## config.mk

```make
export PLATFORM = sky130hd
export DESIGN_NAME = csr_pins_out
export DESIGN_NICKNAME = d
export VERILOG_FILES = /design/src/hdl/soc_pkg.sv /design/src/hdl/csr_pins_out.sv
export VERILOG_INCLUDE_DIRS = /design/src /design/src/hdl
export SDC_FILE = /design/constraint.sdc
export NUM_CORES = 1
export LEC_CHECK = 0
export ABC_AREA = 1
export BUFFER_PORTS_ARGS = -buffer_cell sky130_fd_sc_hd__buf_2
export CAP_MARGIN = 20
export CORE_MARGIN = 3
export CORE_UTILIZATION = 35
export CTS_BUF_LIST = sky130_fd_sc_hd__clkbuf_8
export DETAILED_ROUTE_END_ITERATION = 7
export PLACE_DENSITY_LB_ADDON = 0.1
export SETUP_SLACK_MARGIN = 0.5
export SYNTH_ARGS = -nofsm -noshare
export SYNTH_HDL_FRONTEND = slang
export SYNTH_SLANG_ARGS = --single-unit
```

## constraint.sdc

```tcl
create_clock -name CLOCK_50 -period 2.4 [get_ports CLOCK_50]
set_clock_uncertainty 0.05 [all_clocks]
set_input_delay 0.6 -clock CLOCK_50 [delete_from_list [all_inputs] [get_ports CLOCK_50]]
set_output_delay 0.6 -clock CLOCK_50 [all_outputs]
set_load 0.005 [all_outputs]
```

## src/hdl/soc_consts.svh

```systemverilog
`ifndef SOC_CONSTS_SVH
`define SOC_CONSTS_SVH

// csr map, FC0h holds the machine id and FC1h the clock in kHz
`define SOC_ID_ADDR 12'hFC0
`define SOC_UART_ADDR 12'hBC0
`define SOC_LED_ADDR 12'hBC1

// identification value returned at FC0h
`define SOC_MACHINE_ID 32'h5256_0132

// board clock and default serial rate
`define SOC_CLOCK_RATE 50_000_000
`define SOC_BAUD_RATE 115_200

// number of led outputs on the board
`define SOC_LED_COUNT 18

// word address width of the 64 KiB memory
`define SOC_MEM_ADDR_BITS 14

`endif

```

## src/hdl/soc_pkg.sv

```systemverilog
package soc_pkg;

    // modify codes follow the csrrw / csrrs / csrrc funct3 encoding
    typedef enum logic [2:0] {
        csr_none  = 3'd0,
        csr_write = 3'd1,
        csr_set   = 3'd2,
        csr_clear = 3'd3
    } csr_op_e;

    typedef logic [11:0] csr_addr_t;

    typedef logic [31:0] word_t;

    // new register value after a csr modify
    function automatic word_t csr_apply(csr_op_e op, word_t old_value, word_t wdata);
        word_t result;
        case (op)
            csr_write: result = wdata;
            csr_set:   result = old_value | wdata;
            csr_clear: result = old_value & ~wdata;
            default:   result = old_value;
        endcase
        return result;
    endfunction

endpackage

```

## src/hdl/csr_pins_out.sv

```systemverilog
`include "soc_consts.svh"

module csr_pins_out (
    input  logic                      CLOCK_50,
    input  logic                      rst,
    input  logic                      csr_read,
    input  soc_pkg::csr_op_e          csr_modify,
    input  soc_pkg::word_t            csr_wdata,
    input  soc_pkg::csr_addr_t        csr_addr,
    output soc_pkg::word_t            rdata,
    output logic                      valid,
    output logic [`SOC_LED_COUNT-1:0] pins
);

    localparam soc_pkg::word_t PIN_MASK = soc_pkg::word_t'({`SOC_LED_COUNT{1'b1}});

    soc_pkg::word_t pin_q;
    logic           sel;
    logic           access;

    assign sel    = (csr_addr == `SOC_LED_ADDR);
    assign access = sel && (csr_read || csr_modify != soc_pkg::csr_none);

    // write, set and clear act on the full word, then cut to the pin count
    always_ff @(posedge CLOCK_50) begin
        if (rst) begin
            pin_q <= '0;
        end else if (sel && csr_modify != soc_pkg::csr_none) begin
            pin_q <= soc_pkg::csr_apply(csr_modify, pin_q, csr_wdata) & PIN_MASK;
        end
    end

    assign pins = pin_q[`SOC_LED_COUNT-1:0];

    // readback is zero extended
    assign rdata = access ? pin_q : '0;
    assign valid = access;

    a_upper_zero: assert property (
        @(posedge CLOCK_50) disable iff (rst)
        pin_q[31:`SOC_LED_COUNT] == '0
    );

endmodule

```

# [After elaboration in Yosys (flattened, before gate mapping)]
# Index checks and enable logic that the tools add are counted.
[totals] out_inout_bits=51 n_memories=0 romBits=0 inputBits=50 word_cells=16 latchBits=0 reg_bits=18 ram_bits=0
[classes] n_div=0 shifts=0 muxes=2 n_eq_ne=4 reduce_logical=6 order_cmp=0 n_bitwise=3 addsub=0 n_mul=0
[ops] op="$pmux W18 S3" count=1
[ops] op="$and A18 B18 Y18" count=1
[ops] op="$mux W18" count=1
[ops] op="$not A18 Y18" count=1
[ops] op="$or A18 B18 Y18" count=1
[ops] op="$eq A12 B12 Y1 const B" count=1
[ops] op="$eq A3 B2 Y1 const B" count=2
[ops] op="$reduce_bool A3 Y1" count=2
[ops] op="$eq A3 B1 Y1 const B" count=1
[ops] op="$logic_and A1 B1 Y1" count=2
[ops] op="$reduce_and A2 Y1" count=1
[ops] op="$logic_or A1 B1 Y1" count=1

# [Depth between registers and ports, before layout]
[depth] ltp_word=4 mapped_depth=9 depth_no_buf=8

# [Worst setup path after synthesis]
# No wires, ideal clock.
[synth_path] kind="input-to-output" startpoint="input csr_addr[5]" endpoint="output rdata[10]" arrival_ns=1.379 setup_slack_ns=0.371 path_stages=8 t_required_ns=1.750 path_buffers=1 path_cell_list="nor2_1 nand2_1 nor2_2 nand2_1 nor2_2 inv_2 buf_6 nor2_2"
[synth_via] elab_chain_cells=3
[synth_rtl] item="from (decl)" line_no="csr_pins_out.sv:9" source="input soc_pkg::csr_addr_t csr_addr,"
[synth_rtl] item="$eq A12 B12 Y1 (no source line)"
[synth_rtl] item="$logic_and A1 B1 Y1" line_no="csr_pins_out.sv:22" source="assign access = sel && (csr_read || csr_modify != soc_pkg::csr_none);"
[synth_rtl] item="net valid" line_no="csr_pins_out.sv:11" source="output logic valid,"
[synth_rtl] item="$mux W18" line_no="csr_pins_out.sv:36" source="assign rdata = access ? pin_q : '0;"
[synth_rtl] item="to (decl)" line_no="csr_pins_out.sv:10" source="output soc_pkg::word_t rdata,"
# The timed path passes the listed nets, and every way through them passes these cells.

# [Final worst setup path]
[layout_path] startpoint="input csr_addr[5]" endpoint="output valid"
[layout_via] elab_chain_cells=2
[layout_rtl] item="$eq A12 B12 Y1 (no source line)"
[layout_rtl] item="$logic_and A1 B1 Y1" line_no="csr_pins_out.sv:22"
[layout_rtl] item="to (decl)" line_no="csr_pins_out.sv:11"
# Every way passes these cells.

==> results.env <==
SYNTH.LARGEST_AREA_CELL='dfxtp_1'
DRIVE_ABOVE_1_SHARE=0.382
SYNTH.MUX.AREA_FRACTION=0
YS_SEQ_AREA_FRAC=0.275
WORST_PATH_LARGEST_CELL_DELAY_PS=160
CRITPATHCAPTURETYPE='primary output'
IOS=101
CLOCK_SINKS=18
WORST_PATH_REQUIRED_PS=1750
FINAL_CELL_AREA_UM2=1950
REMAINING_DRC_ERRORS=0
MOSTFREQUENTLAYOUTCELL='buf_2'
OUTCOME='completed'
INTERNAL-POWER_W=0.000491
CTS_BUFFER_DEPTH=2
GRT_START_MAX_NET_PINS=31
LAYOUT.CELLS.MOST_COMMON_LIST='buf_2, nand2_1, nor2_1, inv_1, dfxtp_1'
TIMING.CRITICAL_PATH.SLOWEST_STAGE_CELL='buf_12'
CTS_TREE='done'
TIMING.CRITICAL_PATH.BUF_INV=5
ITERATION_0_DRC_MARKERS=54
SYNTHESIS.YOSYS.WARNINGS=0
DRV_CAP=0
CRIT_FANOUT=5
CRITICAL_PATH_SOURCE_TYPE='input port'
GRT_ANTENNA_BEFORE_REPAIR=0
IO_BUFFER_COUNT=72
POST_SYNTH_FA_HA_MAJ_AREA_FRACTION=0
PLACEMENT_ROWS=21
SYNTH-SEQ-CELLS=18
CRITICALPATHCATEGORY='input port to primary output'
P_TOTAL_W=0.000652
DP_WORST_SETUP_SLACK_PS=-17.0
GP_ROUTABILITY_CONGESTION=0.743
DETAIL_ROUTE.WL_PER_CELL_UM=10.8
MOST_FLOPS_REGISTER='pin_q'
COMPOUND_CELL_AREA_SHARE_OF_THE_YOSYS_NETLIST=0.0992
PERIOD_SHARE=0.950
FMAX_GHz=0.439
WORST-SLEW-PIN-TRANSITION_PS=544
HOLD_DEPTH=4
DETAIL_ROUTE.VIAS_PER_CELL=4.33
DRTPASS1ITERATIONS=4
SLEW_MARGIN_REL=0.635
PLACE.DETAILED.HPWL_MM=2.49
NUMCTSBUFFERS=3
CLOCK_INSERTION_DELAY_WORST_SKEW_PS=250
WORSTPATHARRIVAL_PS=1630
POSTROUTEANTENNANETS=0
FINALHOLDVIOLATIONS=0
TIMING.FINAL.WS_SETUP_PS=121
CRITICAL-PATH-TOP-CELL-BY-COUNT='nor2_4'
GRT_OVERFLOW=0
SYN_AREA_PER_CELL_UM2=5.83
SYNTH-XOR-AREA-SHARE=0
NUMBER_OF_GLOBAL_ROUTE_VIAS_BEFORE_REPAIR=1262
DIE_H_UM=67.2
SYNTH_TOP_CELLS_BY_AREA='dfxtp_1, nand2_1, nor2_1, o31ai_1, inv_1'
SYNTHDISTINCTLIBCELLS=19
GRT_PASS1_WL_MM=5.76
DRT_WL_TOTAL_MM=3.82
NNETSFINAL=357
CLKTRANSATPATHREGS_PS=70
SYNTHSIMPLEGATEAREAFRAC=0.421
CTS_HOLD_BUFFERS=0
MIN-DELAY-PATH-CLASS='register to register'
P_COMB_FRAC=0.158
FINAL.MIN_CLOCK_PERIOD_PS=2280
POWER_DENSITY_nW_PER_UM2=335
LEAKAGEPOWER_nW=1.11
ROOT_BUFFER='clkbuf_8'
DESIGN.CORE.AREA_UM2=3470
POST-PLACE-CELLS=337
POWER_SWITCHING_W=0.000161
CLKPWRFRAC=0.384
LAYOUT.CORE_UTILIZATION=0.562
SYNTH_CELLS=225
SLEW_VIOL_FINAL=0
FINALSETUPVIOLATIONS=0
SHARE_SEQ_OF_TOTAL_POWER=0.458
STAGES_ON_WORST_SETUP_PATH=10
WORST_IR_DROP_VDD_uV=342
TOP_REGS='pin_q (18)'
LARGEST_REG_FLOPS=18
TRACK_USAGE=0.166
AREA_DELTA_SYNTH_FINAL_PCT=48.6
PATH_DELAY_FAMILY='buffers and inverters'
START_UTIL=0.378
NETLIST_AREA_UM2=1310
RSZ_0062_RAISED_AFTER_GLOBAL_ROUTING='yes'
SW_FRAC_OF_TOTAL=0.247
ANTENNA_CELLS=0
DPL_CELL_AREA_UM2=1660
CTS_HTREE_LEVELS=1
WORSTPATHCELLLIST='buf_8 > nor2_4 > nand2_2 > nor2_4 > nand2_2 > nor2_4 > buf_12 > buf_4 > buf_4 > buf_6'
MAIN_COMBINATIONAL_CELL_FAMILY_BY_AREA_AFTER_SYNTHESIS='simple AND/OR/NAND/NOR gates'
FINAL_CELL_COUNT_NO_FILL=352
WORST_R2R_PATH_DEPTH=4
DIE_WIDTH_UM=67.2
FP.DIEAREA_UM2=4520
SYNTHDOMINANTCELLAREASHARE=0.275
TOTAL_NUMBER_OF_VIAS=1523
-- stage by stage --
stage | TNS, ps | hold slack [ps]
finish | 0 | 513
floorplan | 0 | 495
global route | 0 | 558
detailed placement | -19.5 | 502
global placement | -35.5 | 504
CTS | 0 | 516
-- power by group through the flow --
stage / logic, W / clock network, W / registers [W]
2_1_floorplan: 0.0000610 / 0 / 0.000305
6_report: 0.000103 / 0.000250 / 0.000299
4_1_cts: 0.0000959 / 0.000261 / 0.000298
3_5_place_dp: 0.0000881 / 0 / 0.000305
3_3_place_gp: 0.0000873 / 0 / 0.000305
5_1_grt: 0.000117 / 0.000279 / 0.000298
-- final cells by class --
| type | count | area (um2) |
|---|---|---|
| inverter | 32 | 133 |
| clock buffer | 4 | 55.1 |
| multi-input combinational | 167 | 810 |
| tap | 46 | 57.6 |
| timing repair buffer | 82 | 502 |
| sequential | 18 | 360 |
| timing repair inverter | 3 | 31.3 |
| fill | 358 | 1520 |
-- cells by family after synthesis --
family          count (synthesis)
compound gates                 18
buf+inv                        53
flops                          18
other cells                     1
simple gates                  135
-- worst register-to-register path: cells and delay by family (launching register included) --
family / cells / cell delay [ps]
flip-flops: 1 / 360
AO/OA/AOI/OAI: 1 / 250
AND/OR/NAND/NOR: 2 / 170
buffers and inverters: 1 / 100
-- layer usage --
metal,global-route usage,up-vias,part of all wire
li1,-,814,-
met1,0.204,649,0.42
met2,0.292,58,0.50
met3,0.0449,2,0.078
met4,0.0304,0,0.0045
met5,0,-,0
-- timing repair --
action	4_1_cts	5_1_grt
setup buffers	7	1
gates cloned	2	1
resized for setup	15	21
pin swaps	2	6
endpoints found under the setup margin	19	22
-- synth_stat cells --
cell      number
nor2_1        54
clkinv_1       1
inv_2          1
inv_1         30
nand3_2        1
buf_4         14
nand4_1        1
o31ai_1       16
nor4_1         1
conb_1         1
clkbuf_1       1
o21ai_0        2
nand2_2        1
buf_6          1
nand2_1       64
buf_2          5
dfxtp_1       18
nand3_1        1
nor2_2        12
-- path summary, 6_finish.rpt --
check                            startpoint        to  slack (ps)
worst min-delay path               pin_q[6]  pin_q[6]         510
worst max register to register     pin_q[1]  pin_q[1]        1430
worst max-delay path            csr_addr[5]     valid         120
worst min register to register     pin_q[6]  pin_q[6]         510
Note: power is estimated with default switching activity, not from simulation.
