===== src/hdl/soc_consts.svh =====
`ifndef SOC_CONSTS_SVH
`define SOC_CONSTS_SVH

// csr map, FC0h holds the machine id and FC1h the clock in kHz
`define SOC_ID_ADDR 12'hFC0
`define SOC_UART_ADDR 12'hBC0
`define SOC_LED_ADDR 12'hBC1

// identification value returned at FC0h
`define SOC_MACHINE_ID 32'h5256_0132

// board clock and default serial rate
`define SOC_CLOCK_RATE 50_000_000
`define SOC_BAUD_RATE 115_200

// number of led outputs on the board
`define SOC_LED_COUNT 18

// word address width of the 64 KiB memory
`define SOC_MEM_ADDR_BITS 14

`endif


===== src/hdl/uart_serial.sv =====
module uart_serial #(
    parameter int CLOCK_RATE = 50_000_000,
    parameter int BAUD_RATE  = 115_200
) (
    input  logic       CLOCK_50,
    input  logic       rst,
    input  logic       tx_start,
    input  logic [7:0] tx_byte,
    input  logic       rx,
    output logic       tx,
    output logic       tx_busy,
    output logic       rx_strobe,
    output logic [7:0] rx_byte
);

    localparam int BIT_CYCLES  = CLOCK_RATE / BAUD_RATE;
    localparam int HALF_CYCLES = BIT_CYCLES / 2;
    localparam int CNT_BITS    = $clog2(BIT_CYCLES);

    localparam logic [CNT_BITS-1:0] BIT_LAST  = CNT_BITS'(BIT_CYCLES - 1);
    localparam logic [CNT_BITS-1:0] HALF_LAST = CNT_BITS'(HALF_CYCLES - 1);

    logic [CNT_BITS-1:0] tx_cnt;
    logic [3:0]          tx_bits;
    logic [8:0]          tx_shift;

    logic                rx_meta;
    logic                rx_in;
    logic                rx_prev;
    logic                rx_active;
    logic [CNT_BITS-1:0] rx_cnt;
    logic [3:0]          rx_bits;
    logic [7:0]          rx_shift;

    // transmit, start bit goes out on the edge that sees tx_start
    always_ff @(posedge CLOCK_50) begin
        if (rst) begin
            tx      <= 1'b1;
            tx_busy <= 1'b0;
            tx_cnt  <= '0;
            tx_bits <= '0;
        end else if (!tx_busy) begin
            if (tx_start) begin
                tx       <= 1'b0;
                tx_busy  <= 1'b1;
                tx_shift <= {1'b1, tx_byte};
                tx_cnt   <= BIT_LAST;
                tx_bits  <= '0;
            end
        end else if (tx_cnt != '0) begin
            tx_cnt <= tx_cnt - 1'b1;
        end else if (tx_bits == 4'd9) begin
            // end of stop bit
            tx_busy <= 1'b0;
        end else begin
            tx       <= tx_shift[0];
            tx_shift <= {1'b1, tx_shift[8:1]};
            tx_cnt   <= BIT_LAST;
            tx_bits  <= tx_bits + 1'b1;
        end
    end

    // two stage synchronizer plus the previous sample for edge detect
    always_ff @(posedge CLOCK_50) begin
        if (rst) begin
            rx_meta <= 1'b1;
            rx_in   <= 1'b1;
            rx_prev <= 1'b1;
        end else begin
            rx_meta <= rx;
            rx_in   <= rx_meta;
            rx_prev <= rx_in;
        end
    end

    // receive, samples taken in the middle of each bit
    always_ff @(posedge CLOCK_50) begin
        if (rst) begin
            rx_active <= 1'b0;
            rx_strobe <= 1'b0;
            rx_cnt    <= '0;
            rx_bits   <= '0;
        end else begin
            rx_strobe <= 1'b0;
            if (!rx_active) begin
                if (rx_prev && !rx_in) begin
                    rx_active <= 1'b1;
                    rx_cnt    <= HALF_LAST;
                    rx_bits   <= '0;
                end
            end else if (rx_cnt != '0) begin
                rx_cnt <= rx_cnt - 1'b1;
            end else begin
                rx_cnt  <= BIT_LAST;
                rx_bits <= rx_bits + 1'b1;
                if (rx_bits == 4'd0 && rx_in) begin
                    // glitch, not a real start bit
                    rx_active <= 1'b0;
                end else if (rx_bits == 4'd9) begin
                    rx_active <= 1'b0;
                    rx_strobe <= rx_in;
                end else if (rx_bits != 4'd0) begin
                    rx_shift <= {rx_in, rx_shift[7:1]};
                end
            end
        end
    end

    always_ff @(posedge CLOCK_50) begin
        if (rx_active && rx_cnt == '0 && rx_bits == 4'd9 && rx_in) begin
            rx_byte <= rx_shift;
        end
    end

    a_strobe_single: assert property (
        @(posedge CLOCK_50) disable iff (rst)
        rx_strobe |=> !rx_strobe
    );

endmodule


===== config.mk =====
export PLATFORM = sky130hd
export DESIGN_NAME = uart_serial
export DESIGN_NICKNAME = d
export VERILOG_FILES = /design/src/hdl/soc_consts.svh /design/src/hdl/uart_serial.sv
export SDC_FILE = /design/constraint.sdc
export NUM_CORES = 1
export LEC_CHECK = 0
export ABC_CLOCK_PERIOD_IN_PS = 2650
export BUFFER_PORTS_ARGS = -buffer_cell sky130_fd_sc_hd__buf_2
export CAP_MARGIN = 20
export CORE_ASPECT_RATIO = 1.4
export CORE_MARGIN = 3
export CORE_UTILIZATION = 58
export DETAILED_ROUTE_END_ITERATION = 8
export GPL_ROUTABILITY_DRIVEN = 0
export PLACE_DENSITY = 0.78
export SLEW_MARGIN = 40
export SYNTH_ARGS = -nofsm -noshare
export SYNTH_HDL_FRONTEND = slang
export SYNTH_SLANG_ARGS = --single-unit

===== constraint.sdc =====
create_clock -name CLOCK_50 -period 2.65 [get_ports CLOCK_50]
set_input_delay 0.53 -clock CLOCK_50 [delete_from_list [all_inputs] [get_ports CLOCK_50]]
set_output_delay 0.53 -clock CLOCK_50 [all_outputs]
set_load 0.01 [all_outputs]

# Word level (Yosys, flattened, before mapping)
# Index checks and enable logic that the tools add are counted.
[word_totals] out_inout_bits=11 inputBits=12 word_cells=79 register_bits=58
[classes] add_sub_neg=4 reduce_logical=19 muxes=31 n_eq_ne=6 bitwise=5
[ops] cell="two-way mux 9 bit" n=11
[ops] cell="two-way mux 4 bit" n=7
[ops] cell="nonzero test 9 bit" n=2
[ops] cell="subtractor 9 x 1 -> 9 bit, second input constant" n=2
[ops] cell="two-way mux 1 bit" n=13
[ops] cell="zero test 9 bit" n=1
[ops] cell="adder 4 x 1 -> 4 bit, second input constant" n=2
[ops] cell="== test 4 bit, second input constant" n=2
[ops] cell="inequality test 2 bit, second input constant" n=3
[ops] cell="AND reduction 6 bit" n=1
[ops] cell="logical AND 1 bit" n=5
[ops] cell="NOT 1 bit" n=5
[ops] cell="OR reduction 5 bit" n=1
[ops] cell="zero test 4 bit" n=1
[ops] cell="AND reduction 2 bit" n=2
[ops] cell="AND reduction 4 bit" n=1
[ops] cell="nonzero test 2 bit" n=2
[ops] cell="nonzero test 4 bit" n=1
[ops] cell="inequality test 3 bit, second input constant" n=1
[ops] cell="AND reduction 3 bit" n=1
[ops] cell="zero test 1 bit" n=1

# Logic depth before layout (Yosys ltp)
[logic_depth] ltp_word=5 depth_mapped=7 depth_no_buf=6

# Least setup slack after synthesis
# Ideal clock, no wire load.
[synth_timing] path_type="reg2reg" startpoint="reg rx_cnt[0]" endpoint="reg rx_byte[0] (enable)" required_time_ps=2265 synth_period_minus_slack_ps=2122 path_slack_ps=528 t_arrival_ps=1737 path_buffers=0 stages_incl_launch_ff=6 setup_time_ps=385 path_cell_list="dfxtp_1 > inv_1 > ha_1 > and4bb_2 > nand3b_1 > nor3_1"
[synth_via] elab_chain_len=4
[synth_lines] element="start: declaration" line="uart_serial.sv:31" source="logic [CNT_BITS-1:0] rx_cnt;"
[synth_lines] element="start signal: assignment" line="uart_serial.sv:92" source="rx_cnt <= rx_cnt - 1'b1;"
[synth_lines] element="zero test 9 bit" line="uart_serial.sv:110" source="if (rx_active && rx_cnt == '0 && rx_bits == 4'd9 && rx_in) begin"
[synth_lines] element="logical AND 1 bit (3 in series)" line="uart_serial.sv:110"
[synth_lines] element="end signal: assignment" line="uart_serial.sv:111" source="rx_byte <= rx_shift;"
[synth_lines] element="end: declaration" line="uart_serial.sv:13" source="output logic [7:0] rx_byte"
# Every way passes these cells.
# A chain may end at the register's enable or synchronous reset.

# Worst setup path after layout
[layout_timing] startpoint="reg tx_cnt[0]" endpoint="reg tx_shift[5] (enable)"
[layout_via] elab_chain_len=3
[layout_lines] element="start: declaration" line="uart_serial.sv:23" source="logic [CNT_BITS-1:0] tx_cnt;"
[layout_lines] element="start signal: assignment" line="uart_serial.sv:51" source="tx_cnt <= tx_cnt - 1'b1;"
[layout_lines] element="nonzero test 9 bit" line="uart_serial.sv:50" source="end else if (tx_cnt != '0) begin"
[layout_lines] element="inequality test 2 bit (no source line)"
[layout_lines] element="AND reduction 4 bit (no source line)"
[layout_lines] element="end signal: assignment" line="uart_serial.sv:46" source="tx_shift <= {1'b1, tx_byte};"
[layout_lines] element="end signal: assignment" line="uart_serial.sv:57" source="tx_shift <= {1'b1, tx_shift[8:1]};"
[layout_lines] element="end: declaration" line="uart_serial.sv:25" source="logic [8:0] tx_shift;"
# Every way passes these cells.

==> flow_metrics.tcl <==
set metrics [dict create \
    status "finished clean" \
    period_share_pct 74.0 \
    ys.flop_type "dfxtp_1" \
    dr.pass1.iters 4 \
    ir_worst_vdd_uv 538 \
    seq_area_um2 1380 \
    port_buffers 22 \
    cp-end-kind "register" \
    crit_required_ns 2.63 \
    grt_pass1_vias 1931 \
    skew_ns 0.00590 \
    setup_viol 0 \
    seq_area_frac_synth_pct 54.2 \
    yosysWarnings 0 \
    clk_pin_slew_ns 0.07 \
    clockBufferDepth 2 \
    critPathKind "reg2reg" \
    area_delta_synth_final_pct 16.5 \
    synthTopCellsByCount "33 x dfxtp_1, 24 x edfxtp_1, 17 x nor2_1" \
    htreeDepth 3 \
    syn_inst 229 \
    dieArea_um2 5240 \
    die_h_um 84.4 \
    ctsHoldBuffers 0 \
    via_count 1880 \
    synth_seq_cells 57 \
    cts_tree "built" \
    grt_overflow_total 0 \
    wl_per_cell_um 15.5 \
    power_leakage_nw 1.07 \
    netlist_area_um2 2550 \
    p_per_area_nw_per_um2 725 \
    synth-edff-count 24 \
    worst_setup_path_start_kind "register" \
    cts_buffers 9 \
    layout_min_cycle_time_ns 1.96 \
    finalNonFillerCells 324 \
    grt_max_degree 24 \
    num_rows 27 \
    cts_root_buf "clkbuf_8" \
    fin_tns_setup_ns 0 \
    synthArstFlopShare_pct 0 \
    slew_headroom_pct 53.4 \
    critical_path_arrival_ns 1.94 \
    ios 23 \
    syn_nets 248 \
    initial_core_util_pct 62.4 \
    wl_um 5010 \
    clock_latency_ns 0.34 \
    nNetsFinal 280 \
    dp_cells 308 \
    viasPerCell 5.80 \
    hold_violations 0 \
    layout-drive-gt1-share_pct 24.8 \
    yosys.area.top_type "edfxtp_1" \
    grt_usage_pct 22.7 \
    antenna_found_initial 0 \
    core_um2 4090 \
    path_max_fanout 8 \
    tightest_slew_ns 0.698 \
    grt_pass1_wl_um 8750 \
    syn_area_per_cell_um2 11.1 \
    cts_setup_buffers 0 \
    final_max_slew_viol_count 0 \
    synthTopCellsByArea "edfxtp_1 28%, dfxtp_1 26%, mux2_2 4.0%, ha_1 3.4%, nor2_1 2.5%" \
    num_antenna_cells 0 \
    ys_types 48 \
    first_iter_violations 152 \
    hp-class "in2reg" \
    cts_resized 0 \
    synth_most_common_cell "dfxtp_1" \
    clock.fmax_ghz 0.510 \
    netlist.area_leader.share_pct 28.3 \
    cts.sinks 57 \
    fillCellCount 301 \
    route.detailed.drc 0 \
    dp_hpwl_um 3470 \
    die_width_um 62.0 \
    multiInputGateArea_um2 1090 \
    ant_nets 0 \
    rsz0062_at_grt "false" \
    maxCapViolCount 0 \
]
per-stage QoR:
stage | setup WS [ns] | total power [W] | hold slack (ns) | util [%] | area [um^2]
floorplan | 0.528 | 0.00119 | 0.389 | - | 2550
global placement | 0.762 | 0.00125 | 0.404 | 67.1 | 2740
detailed placement | 0.683 | 0.00126 | 0.411 | 67.1 | 2740
CTS | 0.676 | 0.00217 | 0.358 | 72.6 | 2970
global route | 0.413 | 0.00224 | 0.360 | 72.6 | 2970
finish | 0.689 | 0.00215 | 0.374 | 72.6 | 2970
power breakdown:
part,internal [W],switching [W]
Sequential,0.000953,0.0000471
Clock,0.000536,0.000372
Combinational,0.000112,0.000132
Total,0.00160,0.000551
area by class of cell:
type                    count  area share, %
flip-flops and latches     57           46.5
multi-input cells         153           36.7
repair buffers             28           5.23
clock buffers               9           4.17
clock inverters             7           3.46
well taps                  58           2.44
inverters                  12           1.52
cells by family after synthesis:
| kind of cell | count (synthesis) | synth area share (%) |
|---|---|---|
| fa+ha+maj | 7 | 3.44 |
| compound gates | 43 | 11.4 |
| mux | 13 | 5.55 |
| flops | 57 | 54.2 |
| buf+inv | 19 | 3.09 |
| simple gates | 90 | 22.3 |
state kept, by name, summed over array words and instances (netlist names):
register	cells
rx_prev	1
rx_shift	8
tx_busy	1
rx_in	1
tx	1
tx_bits	4
rx_active	1
tx_cnt	9
tx_shift	8
rx_bits	4
rx_byte	8
rx_cnt	9
rx_meta	1
rx_strobe	1
routing by layer:
metal / GRT usage [%] / wire [um]
met5: 0 / 0
met4: 12.2 / 164
met3: 8.31 / 234
met2: 35.4 / 2570
met1: 26.1 / 2040
cells in the final DEF, fill, tap and decap left out, types with 2 or more instances in the layout:
| master | instances |
|---|---|
| nand4_1 | 2 |
| clkinv_4 | 3 |
| nand3_1 | 8 |
| a21boi_1 | 2 |
| and3_1 | 3 |
| nor3b_1 | 3 |
| nor4_4 | 2 |
| clkbuf_8 | 9 |
| nand2_1 | 10 |
| or2_2 | 4 |
| a22oi_1 | 2 |
| edfxtp_1 | 24 |
| buf_4 | 6 |
| inv_1 | 12 |
| o21a_1 | 2 |
| a21oi_1 | 11 |
| nand4b_1 | 2 |
| buf_2 | 22 |
| dfxtp_1 | 33 |
| mux2_2 | 9 |
| ha_1 | 7 |
| nand3b_1 | 7 |
| and4_1 | 2 |
| a211oi_1 | 4 |
| a41oi_1 | 2 |
| nor2b_1 | 3 |
| bufinv_16 | 2 |
| a221oi_1 | 2 |
| and4bb_2 | 2 |
| or3_1 | 6 |
| mux2i_1 | 4 |
| a31oi_1 | 6 |
| nor3_1 | 9 |
| o21ai_0 | 6 |
| nor2_1 | 17 |
worst max-delay path, cell delays in order, from the launching register on:
cell      delay (ns)
dfxtp_1         0.34
inv_1           0.06
ha_1            0.20
and4bb_2        0.30
a41oi_1         0.16
nor2_1          0.53
worst paths after layout:
kind	startpoint	endpoint	slack, ns	depth (start not counted)
setup reg to reg	tx_cnt[0]	tx_shift[5]	0.69	5
setup / recovery	tx_cnt[0]	tx_shift[5]	0.69	5
hold reg to reg	rx_meta	rx_in	0.43	1
hold / removal	rx	rx_meta	0.37	2
(Power assumes the default switching activity.)
