**config.mk**
```make
export PLATFORM = sky130hd
export DESIGN_NAME = uart_char_regs
export DESIGN_NICKNAME = d
export VERILOG_FILES = /design/src/hdl/soc_pkg.sv /design/src/hdl/uart_char_regs.sv
export VERILOG_INCLUDE_DIRS = /design/src /design/src/hdl
export SDC_FILE = /design/constraint.sdc
export NUM_CORES = 1
export LEC_CHECK = 0
export ABC_CLOCK_PERIOD_IN_PS = 1900
export BUFFER_PORTS_ARGS = -buffer_cell sky130_fd_sc_hd__buf_2
export CAP_MARGIN = 20
export CORE_MARGIN = 3
export CORE_UTILIZATION = 29
export CTS_BUF_LIST = sky130_fd_sc_hd__clkbuf_8 sky130_fd_sc_hd__clkbuf_16
export DETAILED_ROUTE_END_ITERATION = 6
export PLACE_DENSITY = 0.79
export SLEW_MARGIN = 20
export SYNTH_ARGS = -nofsm -noshare
export SYNTH_HDL_FRONTEND = slang
export SYNTH_SLANG_ARGS = --single-unit
```
**constraint.sdc**
```tcl
create_clock -name CLOCK_50 -period 1.9 [get_ports CLOCK_50]
set_input_delay 0.19 -clock CLOCK_50 [delete_from_list [all_inputs] [get_ports CLOCK_50]]
set_output_delay 0.19 -clock CLOCK_50 [all_outputs]
set_load 0.01 [all_outputs]
```
**src/hdl/soc_consts.svh**
```systemverilog
`ifndef SOC_CONSTS_SVH
`define SOC_CONSTS_SVH

// csr map, FC0h holds the machine id and FC1h the clock in kHz
`define SOC_ID_ADDR 12'hFC0
`define SOC_UART_ADDR 12'hBC0
`define SOC_LED_ADDR 12'hBC1

// identification value returned at FC0h
`define SOC_MACHINE_ID 32'h5256_0132

// board clock and default serial rate
`define SOC_CLOCK_RATE 50_000_000
`define SOC_BAUD_RATE 115_200

// number of led outputs on the board
`define SOC_LED_COUNT 18

// word address width of the 64 KiB memory
`define SOC_MEM_ADDR_BITS 14

`endif

```
**src/hdl/soc_pkg.sv**
```systemverilog
package soc_pkg;

    // modify codes follow the csrrw / csrrs / csrrc funct3 encoding
    typedef enum logic [2:0] {
        csr_none  = 3'd0,
        csr_write = 3'd1,
        csr_set   = 3'd2,
        csr_clear = 3'd3
    } csr_op_e;

    typedef logic [11:0] csr_addr_t;

    typedef logic [31:0] word_t;

    // new register value after a csr modify
    function automatic word_t csr_apply(csr_op_e op, word_t old_value, word_t wdata);
        word_t result;
        case (op)
            csr_write: result = wdata;
            csr_set:   result = old_value | wdata;
            csr_clear: result = old_value & ~wdata;
            default:   result = old_value;
        endcase
        return result;
    endfunction

endpackage

```
**src/hdl/uart_char_regs.sv**
```systemverilog
`include "soc_consts.svh"

module uart_char_regs (
    input  logic               CLOCK_50,
    input  logic               rst,
    input  logic               csr_read,
    input  soc_pkg::csr_op_e   csr_modify,
    input  soc_pkg::word_t     csr_wdata,
    input  soc_pkg::csr_addr_t csr_addr,
    input  logic               tx_busy,
    input  logic               rx_strobe,
    input  logic [7:0]         rx_byte,
    output soc_pkg::word_t     rdata,
    output logic               valid,
    output logic               tx_start,
    output logic [7:0]         tx_byte
);

    logic       sel;
    logic       send_req;
    logic       access;
    logic [7:0] rx_data_q;
    logic       rx_valid_q;

    assign sel      = (csr_addr == `SOC_UART_ADDR);
    assign send_req = sel && (csr_modify != soc_pkg::csr_none);
    assign access   = sel && (csr_read || send_req);

    // any modify counts as a send, dropped while the engine is busy
    assign tx_start = send_req && !tx_busy;
    assign tx_byte  = csr_wdata[7:0];

    // a new byte wins over the read that would clear the flag
    always_ff @(posedge CLOCK_50) begin
        if (rst) begin
            rx_valid_q <= 1'b0;
        end else if (rx_strobe) begin
            rx_valid_q <= 1'b1;
        end else if (sel && csr_read) begin
            rx_valid_q <= 1'b0;
        end
    end

    // overwritten even if the previous byte was never read
    always_ff @(posedge CLOCK_50) begin
        if (rst) begin
            rx_data_q <= '0;
        end else if (rx_strobe) begin
            rx_data_q <= rx_byte;
        end
    end

    // bit 9 busy, bit 8 rx flag, low byte last character
    always_comb begin
        rdata = '0;
        if (access) begin
            rdata[7:0] = rx_data_q;
            rdata[8]   = rx_valid_q;
            rdata[9]   = tx_busy;
        end
    end

    assign valid = access;

    // the serial engine must accept every start it is given
    a_start_idle: assert property (
        @(posedge CLOCK_50) disable iff (rst)
        tx_start |-> !tx_busy ##1 tx_busy
    );

endmodule

```
# Word-level counts from Yosys, hierarchy flattened
# Index checks and enable logic that the tools add are counted.
# classes
n_mux,3
n_reduce_logical,8
shifts,0
n_eq_ne,1
n_lt_le_gt_ge,0
n_bitwise,0
n_div,0
mul,0
n_addsub,0
# ops
cell,count
equality test 12 bit (second input constant),1
2-to-1 mux 10 bit,1
logical AND 1 bit,4
nonzero test 3 bit,1
2-to-1 mux 1 bit,2
nonzero test 2 bit,1
logical NOT 1 bit,1
logical OR 1 bit,1
# totals
input_bits,60
rom_bits,0
ff_bits,9
latchBits,0
n_memories,0
mem_bits_rw,0

# Longest topological paths before layout
# Gate-level depths: netlist of the first run.
# logic_depth
ltp_word,5
ltp_mapped,4
ltp_nobuf,3

# Worst setup path before layout of the first run
# Ideal clock, no wire load.
# synth_path
path_kind,input -> output
start,input csr_addr[1]
end,output rdata[0]
arrival_time_ns,1.454
cell_stages,4
slack_ns,0.256
path_cell_list,or4b_4 -> a2111oi_2 -> buf_4 -> and2_1
# synth_via
elab_chain_cells,5
# synth_lines
element,line,rtl
start: declaration,uart_char_regs.sv:9,"input soc_pkg::csr_addr_t csr_addr,"
equality test 12 bit (no source line) (*),-,
logical AND 1 bit,uart_char_regs.sv:26,assign send_req = sel && (csr_modify != soc_pkg::csr_none);
logical OR 1 bit,uart_char_regs.sv:27,assign access = sel && (csr_read || send_req);
logical AND 1 bit (*),uart_char_regs.sv:27,
via valid,uart_char_regs.sv:14,"output logic valid,"
2-to-1 mux 10 bit (*),uart_char_regs.sv:56,if (access) begin
end: declaration,uart_char_regs.sv:13,"output soc_pkg::word_t rdata,"
# Mark *: on every way through the listed nets, which the timed path passes. The rest lies on a longest branch.

# Final worst setup path of the first run
# layout_path
start,input csr_addr[1]
end,output tx_start
# layout_via
elab_chain_cells,3
# layout_lines
element,line,rtl
equality test 12 bit (no source line),-,
logical AND 1 bit,uart_char_regs.sv:26,
logical AND 1 bit,uart_char_regs.sv:30,assign tx_start = send_req && !tx_busy;
end: declaration,uart_char_regs.sv:15,"output logic tx_start,"
# Every way passes these cells.

==> flow_metrics.env, run 1 <==
export IMPL_vias_per_cell=3.979
export IMPL_hold_path_startpoint="rx_byte[4]"
export IMPL_cp_start_kind="primary input"
export IMPL_grt_util_met3_pct=2.452
export IMPL_root_buffer="clkbuf_8"
export IMPL_rsz0062_at_grt="true"
export IMPL_skew_ns=0
export IMPL_r2r_start="rx_data_q[6]"
export IMPL_ys_seq_area_share_pct=26.28
export IMPL_layout_commonest_cell="buf_2"
export IMPL_place_area_um2=775.7
export IMPL_path_max_fanout=2
export IMPL_cts_tree="yes"
export IMPL_vias=565
export IMPL_portBuffers=39
export IMPL_grt_overflow=0
export IMPL_finalSetupViolCount=0
export IMPL_grt_util_all_layers_pct=9.803
export IMPL_yosysWarnings=0
export IMPL_grt_first_pass_wirelength_um=2001
export IMPL_grt_pass1_vias=492
export IMPL_hold_path_depth=3
export IMPL_slowest_stage="or4b_4"
export IMPL_ir_drop_v=0.0002439
export IMPL_fin_area_um2=833.3
export IMPL_clk_pin_slew_ns=0.05
export IMPL_netlist_area_um2=685.7
export IMPL_rows=16
export IMPL_cp_end_kind="output port"
export IMPL_crit_type="primary input to output port"
export IMPL_worstReg2RegEnd="rx_data_q[6]"
export IMPL_clock_path_buffers=2
export IMPL_synthTopCellsByArea="buf_4 34%, dfxtp_1 26%, mux2i_1 12%"
export IMPL_reg2reg_depth=2
export IMPL_ctsHoldBuffers=0
export IMPL_cellLeakagePower_nw=0.4734
export IMPL_period_needed_ns=1.854
export IMPL_max_freq_ghz=0.5393
export IMPL_netlist_cell_type_count=17
export IMPL_seqCellArea_um2=180.2
export IMPL_cpMostUsedCell="buf_2"
export IMPL_syn_to_final_growth_pct=21.53
export IMPL_numCtsBuffers=3
export IMPL_arrival_ns=1.66
export IMPL_cts_resized=0
export IMPL_route_detailed_drc=0
export IMPL_num_nets_final=176
export IMPL_antenna_left=0
export IMPL_maxCapViolations=0
export IMPL_status="completed"
export IMPL_antenna_found_initial=0
export IMPL_die_w_um=54.63
export IMPL_avgSynthCellArea_um2=8.465
export IMPL_drt_wl_total_um=1406
export IMPL_layout_common_cells="39 x buf_2, 22 x conb_1, 10 x and2_1, 10 x nor2_1, 9 x dfxtp_1"
export IMPL_die_area_um2=2984
export IMPL_gr_usage_met1_pct=9.656
export IMPL_drt_pass1_iterations=2
export IMPL_core_area_um2=2102
export IMPL_setup_slack_ns=0.04577
export IMPL_synth_top_area_share_pct=33.94
export IMPL_postCtsSetupBuffers=0
export IMPL_dpl_hpwl_um=1214
export IMPL_pin_count=102
export IMPL_wl_per_cell_um=9.901
export IMPL_start_util_pct=32.62
export IMPL_drive_above_1_share_pct=40.87
export IMPL_ys_seq_elements=9
export IMPL_cp_cell_sequence="buf_2 > or4b_4 > buf_4 > or4_1 > nor2_1 > buf_2"
export IMPL_hold_violations=0
export IMPL_diodes=0
export IMPL_final_fill_count=236
export IMPL_grt_busiest_layer="met2"
export IMPL_timing_final_crit_share_pct=97.59
export IMPL_pre_cts_ws_ns=0.02124
export IMPL_gp_congestion=0.5799
export IMPL_slew_viol_final=0
export IMPL_grt_start_max_net_pins=11
export IMPL_cpPeakStageDelay_ns=0.55
export IMPL_clock_sinks=9
export IMPL_hp_class="primary input to register"
export IMPL_dp_cells=138
export IMPL_htreeDepth=1
export IMPL_drt_iter0_drc=2
export IMPL_hold_end="rx_data_q[4]"
export IMPL_met2_usage_pct=18.31
export IMPL_required_ns=1.71
export IMPL_fin_cells=142
export IMPL_yosysTopAreaCell="buf_4"
export IMPL_synth_cells=81
export IMPL_worst_skew_pair_late_latency_ns=0.23
export IMPL_final_setup_tns_ns=0
export IMPL_fp_dieH_um=54.63
export IMPL_cellPowerDensity_nw_per_um2=597.0
export IMPL_reg2reg_setup_slack_ns=1.31
export IMPL_multi_input_area_um2=352.8
cells by family after synthesis:
logic type | share of synthesized area [%]
mux | 11.68
compound gates | 2.189
flops | 26.28
simple gates | 23.72
buf+inv | 35.58
other cells | 0.5469
per-layer routing:
layer  wire [um]  vias up  share of wire, %
met5           0        -                 0
met4           0        0                 0
met3         200        0                14
met2         758       43                54
met1         447      244                32
li1            -      278                 -
cells in the mapped netlist:
cell type / n
nand2b_1: 1
clkbuf_1: 1
or4_1: 1
buf_1: 1
nor4_1: 1
nand4b_1: 1
or4b_4: 1
dfxtp_1: 9
nor3_1: 2
or4b_1: 1
conb_1: 1
nor2_1: 10
and2_1: 10
mux2i_1: 8
a2111oi_2: 1
buf_4: 31
inv_1: 1
state kept, by name (all words and copies together) (netlist names):
name and count:
rx_valid_q 1, rx_data_q 8
area by class of cell:
type	count	share of cell area [%]
clock buffer	3	4.955
sequential	9	21.62
timing repair buffer	42	26.13
inverter	1	0.4505
multi-input combinational	59	42.34
clock inverter	1	0.4505
tap	27	4.054
power breakdown:
| part | total (mW) | leakage, nW | internal [mW] | switching [mW] |
|---|---|---|---|---|
| logic | 0.0785 | 0.372 | 0.0341 | 0.0444 |
| registers | 0.206 | 0.0745 | 0.201 | 0.00460 |
| clock network | 0.213 | 0.0269 | 0.140 | 0.0728 |
| total | 0.497 | 0.473 | 0.376 | 0.122 |
per-stage QoR:
step                hold slack (ns)  total power [mW]  utilization, %
floorplan                    0.3368            0.3049               -
global placement             0.3801            0.2835           36.90
detailed placement           0.3801            0.2866           36.90
CTS                          0.1939            0.5075           39.05
global route                 0.2197            0.5320           39.64
finish                       0.1935            0.4975           39.64
worst max path at each step:
stage | start | endpoint | slack [ns] | cells after the start
finish | csr_addr[1] | tx_start | 0.05 | 6
detailed placement | csr_addr[1] | rdata[1] | 0.02 | 6
global route | csr_addr[1] | tx_start | -0.009 | 6
global placement | csr_addr[1] | rdata[1] | 0.04 | 6
floorplan | csr_addr[1] | rdata[0] | 0.26 | 4
CTS | csr_addr[1] | rdata[1] | 0.008 | 6
critical path: cells and delay by family:
kind / cells / cell delay, ns
AND/OR/NAND/NOR: 3 / 1.10
buffers and inverters: 3 / 0.37
Note: power is estimated with default switching activity, not from simulation.
==> inputs of run 2 (changes only) <==
--- a/config.mk
+++ b/config.mk
@@ -6,14 +6,14 @@
 export SDC_FILE = /design/constraint.sdc
 export NUM_CORES = 1
 export LEC_CHECK = 0
-export ABC_CLOCK_PERIOD_IN_PS = 1900
+export ABC_CLOCK_PERIOD_IN_PS = 2290
 export BUFFER_PORTS_ARGS = -buffer_cell sky130_fd_sc_hd__buf_2
 export CAP_MARGIN = 20
 export CORE_MARGIN = 3
-export CORE_UTILIZATION = 29
+export CORE_UTILIZATION = 31
 export CTS_BUF_LIST = sky130_fd_sc_hd__clkbuf_8 sky130_fd_sc_hd__clkbuf_16
 export DETAILED_ROUTE_END_ITERATION = 6
-export PLACE_DENSITY = 0.79
+export PLACE_DENSITY = 0.84
 export SLEW_MARGIN = 20
 export SYNTH_ARGS = -nofsm -noshare
 export SYNTH_HDL_FRONTEND = slang
==> constraint.sdc (replaced) <==
create_clock -name CLOCK_50 -period 2.29 [get_ports CLOCK_50]
set_input_delay 0.229 -clock CLOCK_50 [delete_from_list [all_inputs] [get_ports CLOCK_50]]
set_output_delay 0.229 -clock CLOCK_50 [all_outputs]
set_load 0.01 [all_outputs]
==> run 2 against run 1 <==
Effect of this change: via count increased by 1.9%; global-route usage rose by 0.44 points; first-iteration DRC count decreased by 100%; die area decreased by 5.8%; combinational power decreased by 18%; design area is 3.2% lower; critical path depth unchanged; non-clock buffer count down 2; total power down 16%; cell count decreased by 1.4%.
==> flow_metrics.env, run 2 (same netlist as run 1, synthesis figures left out) <==
export IMPL_cp_end_kind="output port"
export IMPL_arrival_ns=1.70
export IMPL_skew_ns=0
export IMPL_largest_register_ffs=8
export IMPL_wl_per_cell_um=11.06
export IMPL_dp_cells=136
export IMPL_top_regs="rx_data_q (8), rx_valid_q (1)"
export IMPL_slew_viol_final=0
export IMPL_period_needed_ns=1.924
export IMPL_rsz0062_at_grt="false"
export IMPL_die_area_um2=2812
export IMPL_clock_sinks=9
export IMPL_route_detailed_drc=0
export IMPL_fp_dieH_um=53.03
export IMPL_final_setup_tns_ns=0
export IMPL_drive_above_1_share_pct=40.71
export IMPL_gp_congestion=0.5689
export IMPL_grt_util_all_layers_pct=10.25
export IMPL_layout_common_cells="39 x buf_2, 22 x conb_1, 10 x and2_1, 10 x nor2_1, 9 x dfxtp_1"
export IMPL_timing_final_crit_share_pct=84.02
export IMPL_drt_iter0_drc=0
export IMPL_clock_path_buffers=2
export IMPL_cts_resized=0
export IMPL_cellPowerDensity_nw_per_um2=518.5
export IMPL_required_ns=2.06
export IMPL_grt_pass1_vias=496
export IMPL_clk_pin_slew_ns=0.05
export IMPL_layout_commonest_cell="buf_2"
export IMPL_maxCapViolations=0
export IMPL_path_max_fanout=11
export IMPL_fin_cells=140
export IMPL_drt_wl_total_um=1549
export IMPL_vias=576
export IMPL_max_freq_ghz=0.5197
export IMPL_cp_start_kind="primary input"
export IMPL_power_switching_share_pct=25.18
export IMPL_drt_pass1_iterations=1
export IMPL_hold_path_depth=3
export IMPL_diodes=0
export IMPL_grt_start_max_net_pins=12
export IMPL_grt_first_pass_wirelength_um=2007
export IMPL_core_area_um2=2022
export IMPL_syn_to_final_growth_pct=17.70
export IMPL_top_register="rx_data_q"
export IMPL_cellLeakagePower_nw=0.4622
export IMPL_hp_class="primary input to register"
export IMPL_numCtsBuffers=3
export IMPL_ir_drop_v=0.0002178
export IMPL_seqCellArea_um2=180.2
export IMPL_worst_skew_pair_late_latency_ns=0.23
export IMPL_portBuffers=39
export IMPL_switchingPower_mw=0.1054
export IMPL_p_int_mw=0.3131
export IMPL_pin_count=102
export IMPL_dpl_hpwl_um=1334
export IMPL_hold_violations=0
export IMPL_place_area_um2=760.7
export IMPL_start_util_pct=33.91
export IMPL_rows=16
export IMPL_ctsHoldBuffers=0
export IMPL_htreeDepth=1
export IMPL_pre_cts_ws_ns=0.3570
export IMPL_root_buffer="clkbuf_8"
export IMPL_antenna_found_initial=0
export IMPL_status="completed"
export IMPL_cts_tree="yes"
export IMPL_antenna_left=0
export IMPL_combPwrFrac_pct=15.4
export IMPL_die_w_um=53.03
export IMPL_postCtsSetupBuffers=0
export IMPL_fin_area_um2=807.0
export IMPL_crit_type="primary input to output port"
export IMPL_grt_overflow=0
export IMPL_reg2reg_depth=2
export IMPL_setup_slack_ns=0.3659
export IMPL_reg2reg_setup_slack_ns=1.69
export IMPL_num_nets_final=174
export IMPL_p_seq_share_pct=40.8
export IMPL_hold_path_startpoint="rx_byte[6]"
export IMPL_finalSetupViolCount=0
export IMPL_r2r_start="rx_data_q[2]"
export IMPL_final_fill_count=215
export IMPL_power_frac_clock_pct=43.8
export IMPL_vias_per_cell=4.114
export IMPL_hold_end="rx_data_q[6]"
export IMPL_startpoint="csr_addr[1]"
export IMPL_worstReg2RegEnd="rx_data_q[2]"
export IMPL_multi_input_area_um2=340.3
## run 2: cell count changes in the layout (fill, tap and decap cells not counted)
cell and delta:
buf_4 -2, a2111oi_2 +1, inv_1 -1, clkinv_2 +1
a2111oi_4 -1
## run 2: area by class of cell
cell class	count	area share, %
multi-input combinational	59	42.17
sequential	9	22.33
clock buffer	3	5.116
inverter	1	0.4651
clock inverter	1	0.6202
tap	27	4.186
timing repair buffer	40	25.12
## run 2: layer usage
layer | track usage, % | part of all wire [%] | vias to the layer above
met5 | 0 | 0 | -
met4 | 2.979 | 1.2 | 0
met3 | 5.352 | 17 | 4
met2 | 21.07 | 54 | 43
met1 | 7.939 | 28 | 255
li1 | - | - | 274
## run 2: power by group through the flow
stage	Sequential [mW]	Clock, mW	Combinational, mW
3_3_place_gp	0.173	0	0.0615
2_1_floorplan	0.172	0	0.0806
4_1_cts	0.171	0.189	0.0645
3_5_place_dp	0.174	0	0.0644
5_1_grt	0.172	0.196	0.0734
6_report	0.171	0.183	0.0644
## run 2: per-stage QoR
stage | hold WS, ns | utilization [%] | power [mW]
after floorplan | 0.3758 | - | 0.2530
after global placement | 0.4581 | 37.62 | 0.2346
after detailed placement | 0.4581 | 37.62 | 0.2381
after CTS | 0.2360 | 39.91 | 0.4247
after global routing | 0.2397 | 39.91 | 0.4416
final | 0.2318 | 39.91 | 0.4185
## run 2: worst max-delay path by stage
stage / endpoint / cells past startpoint
floorplan: rdata[0] / 4
global placement: tx_start / 5
detailed placement: rdata[7] / 6
CTS: rdata[7] / 6
global route: rdata[7] / 6
finish: rdata[5] / 6
## run 2: worst max-delay path, cell delays in order
cell and delay (ns):
buf_2 0.10, or4b_4 0.54, a2111oi_2 0.35, buf_4 0.22
and2_1 0.13, buf_2 0.13
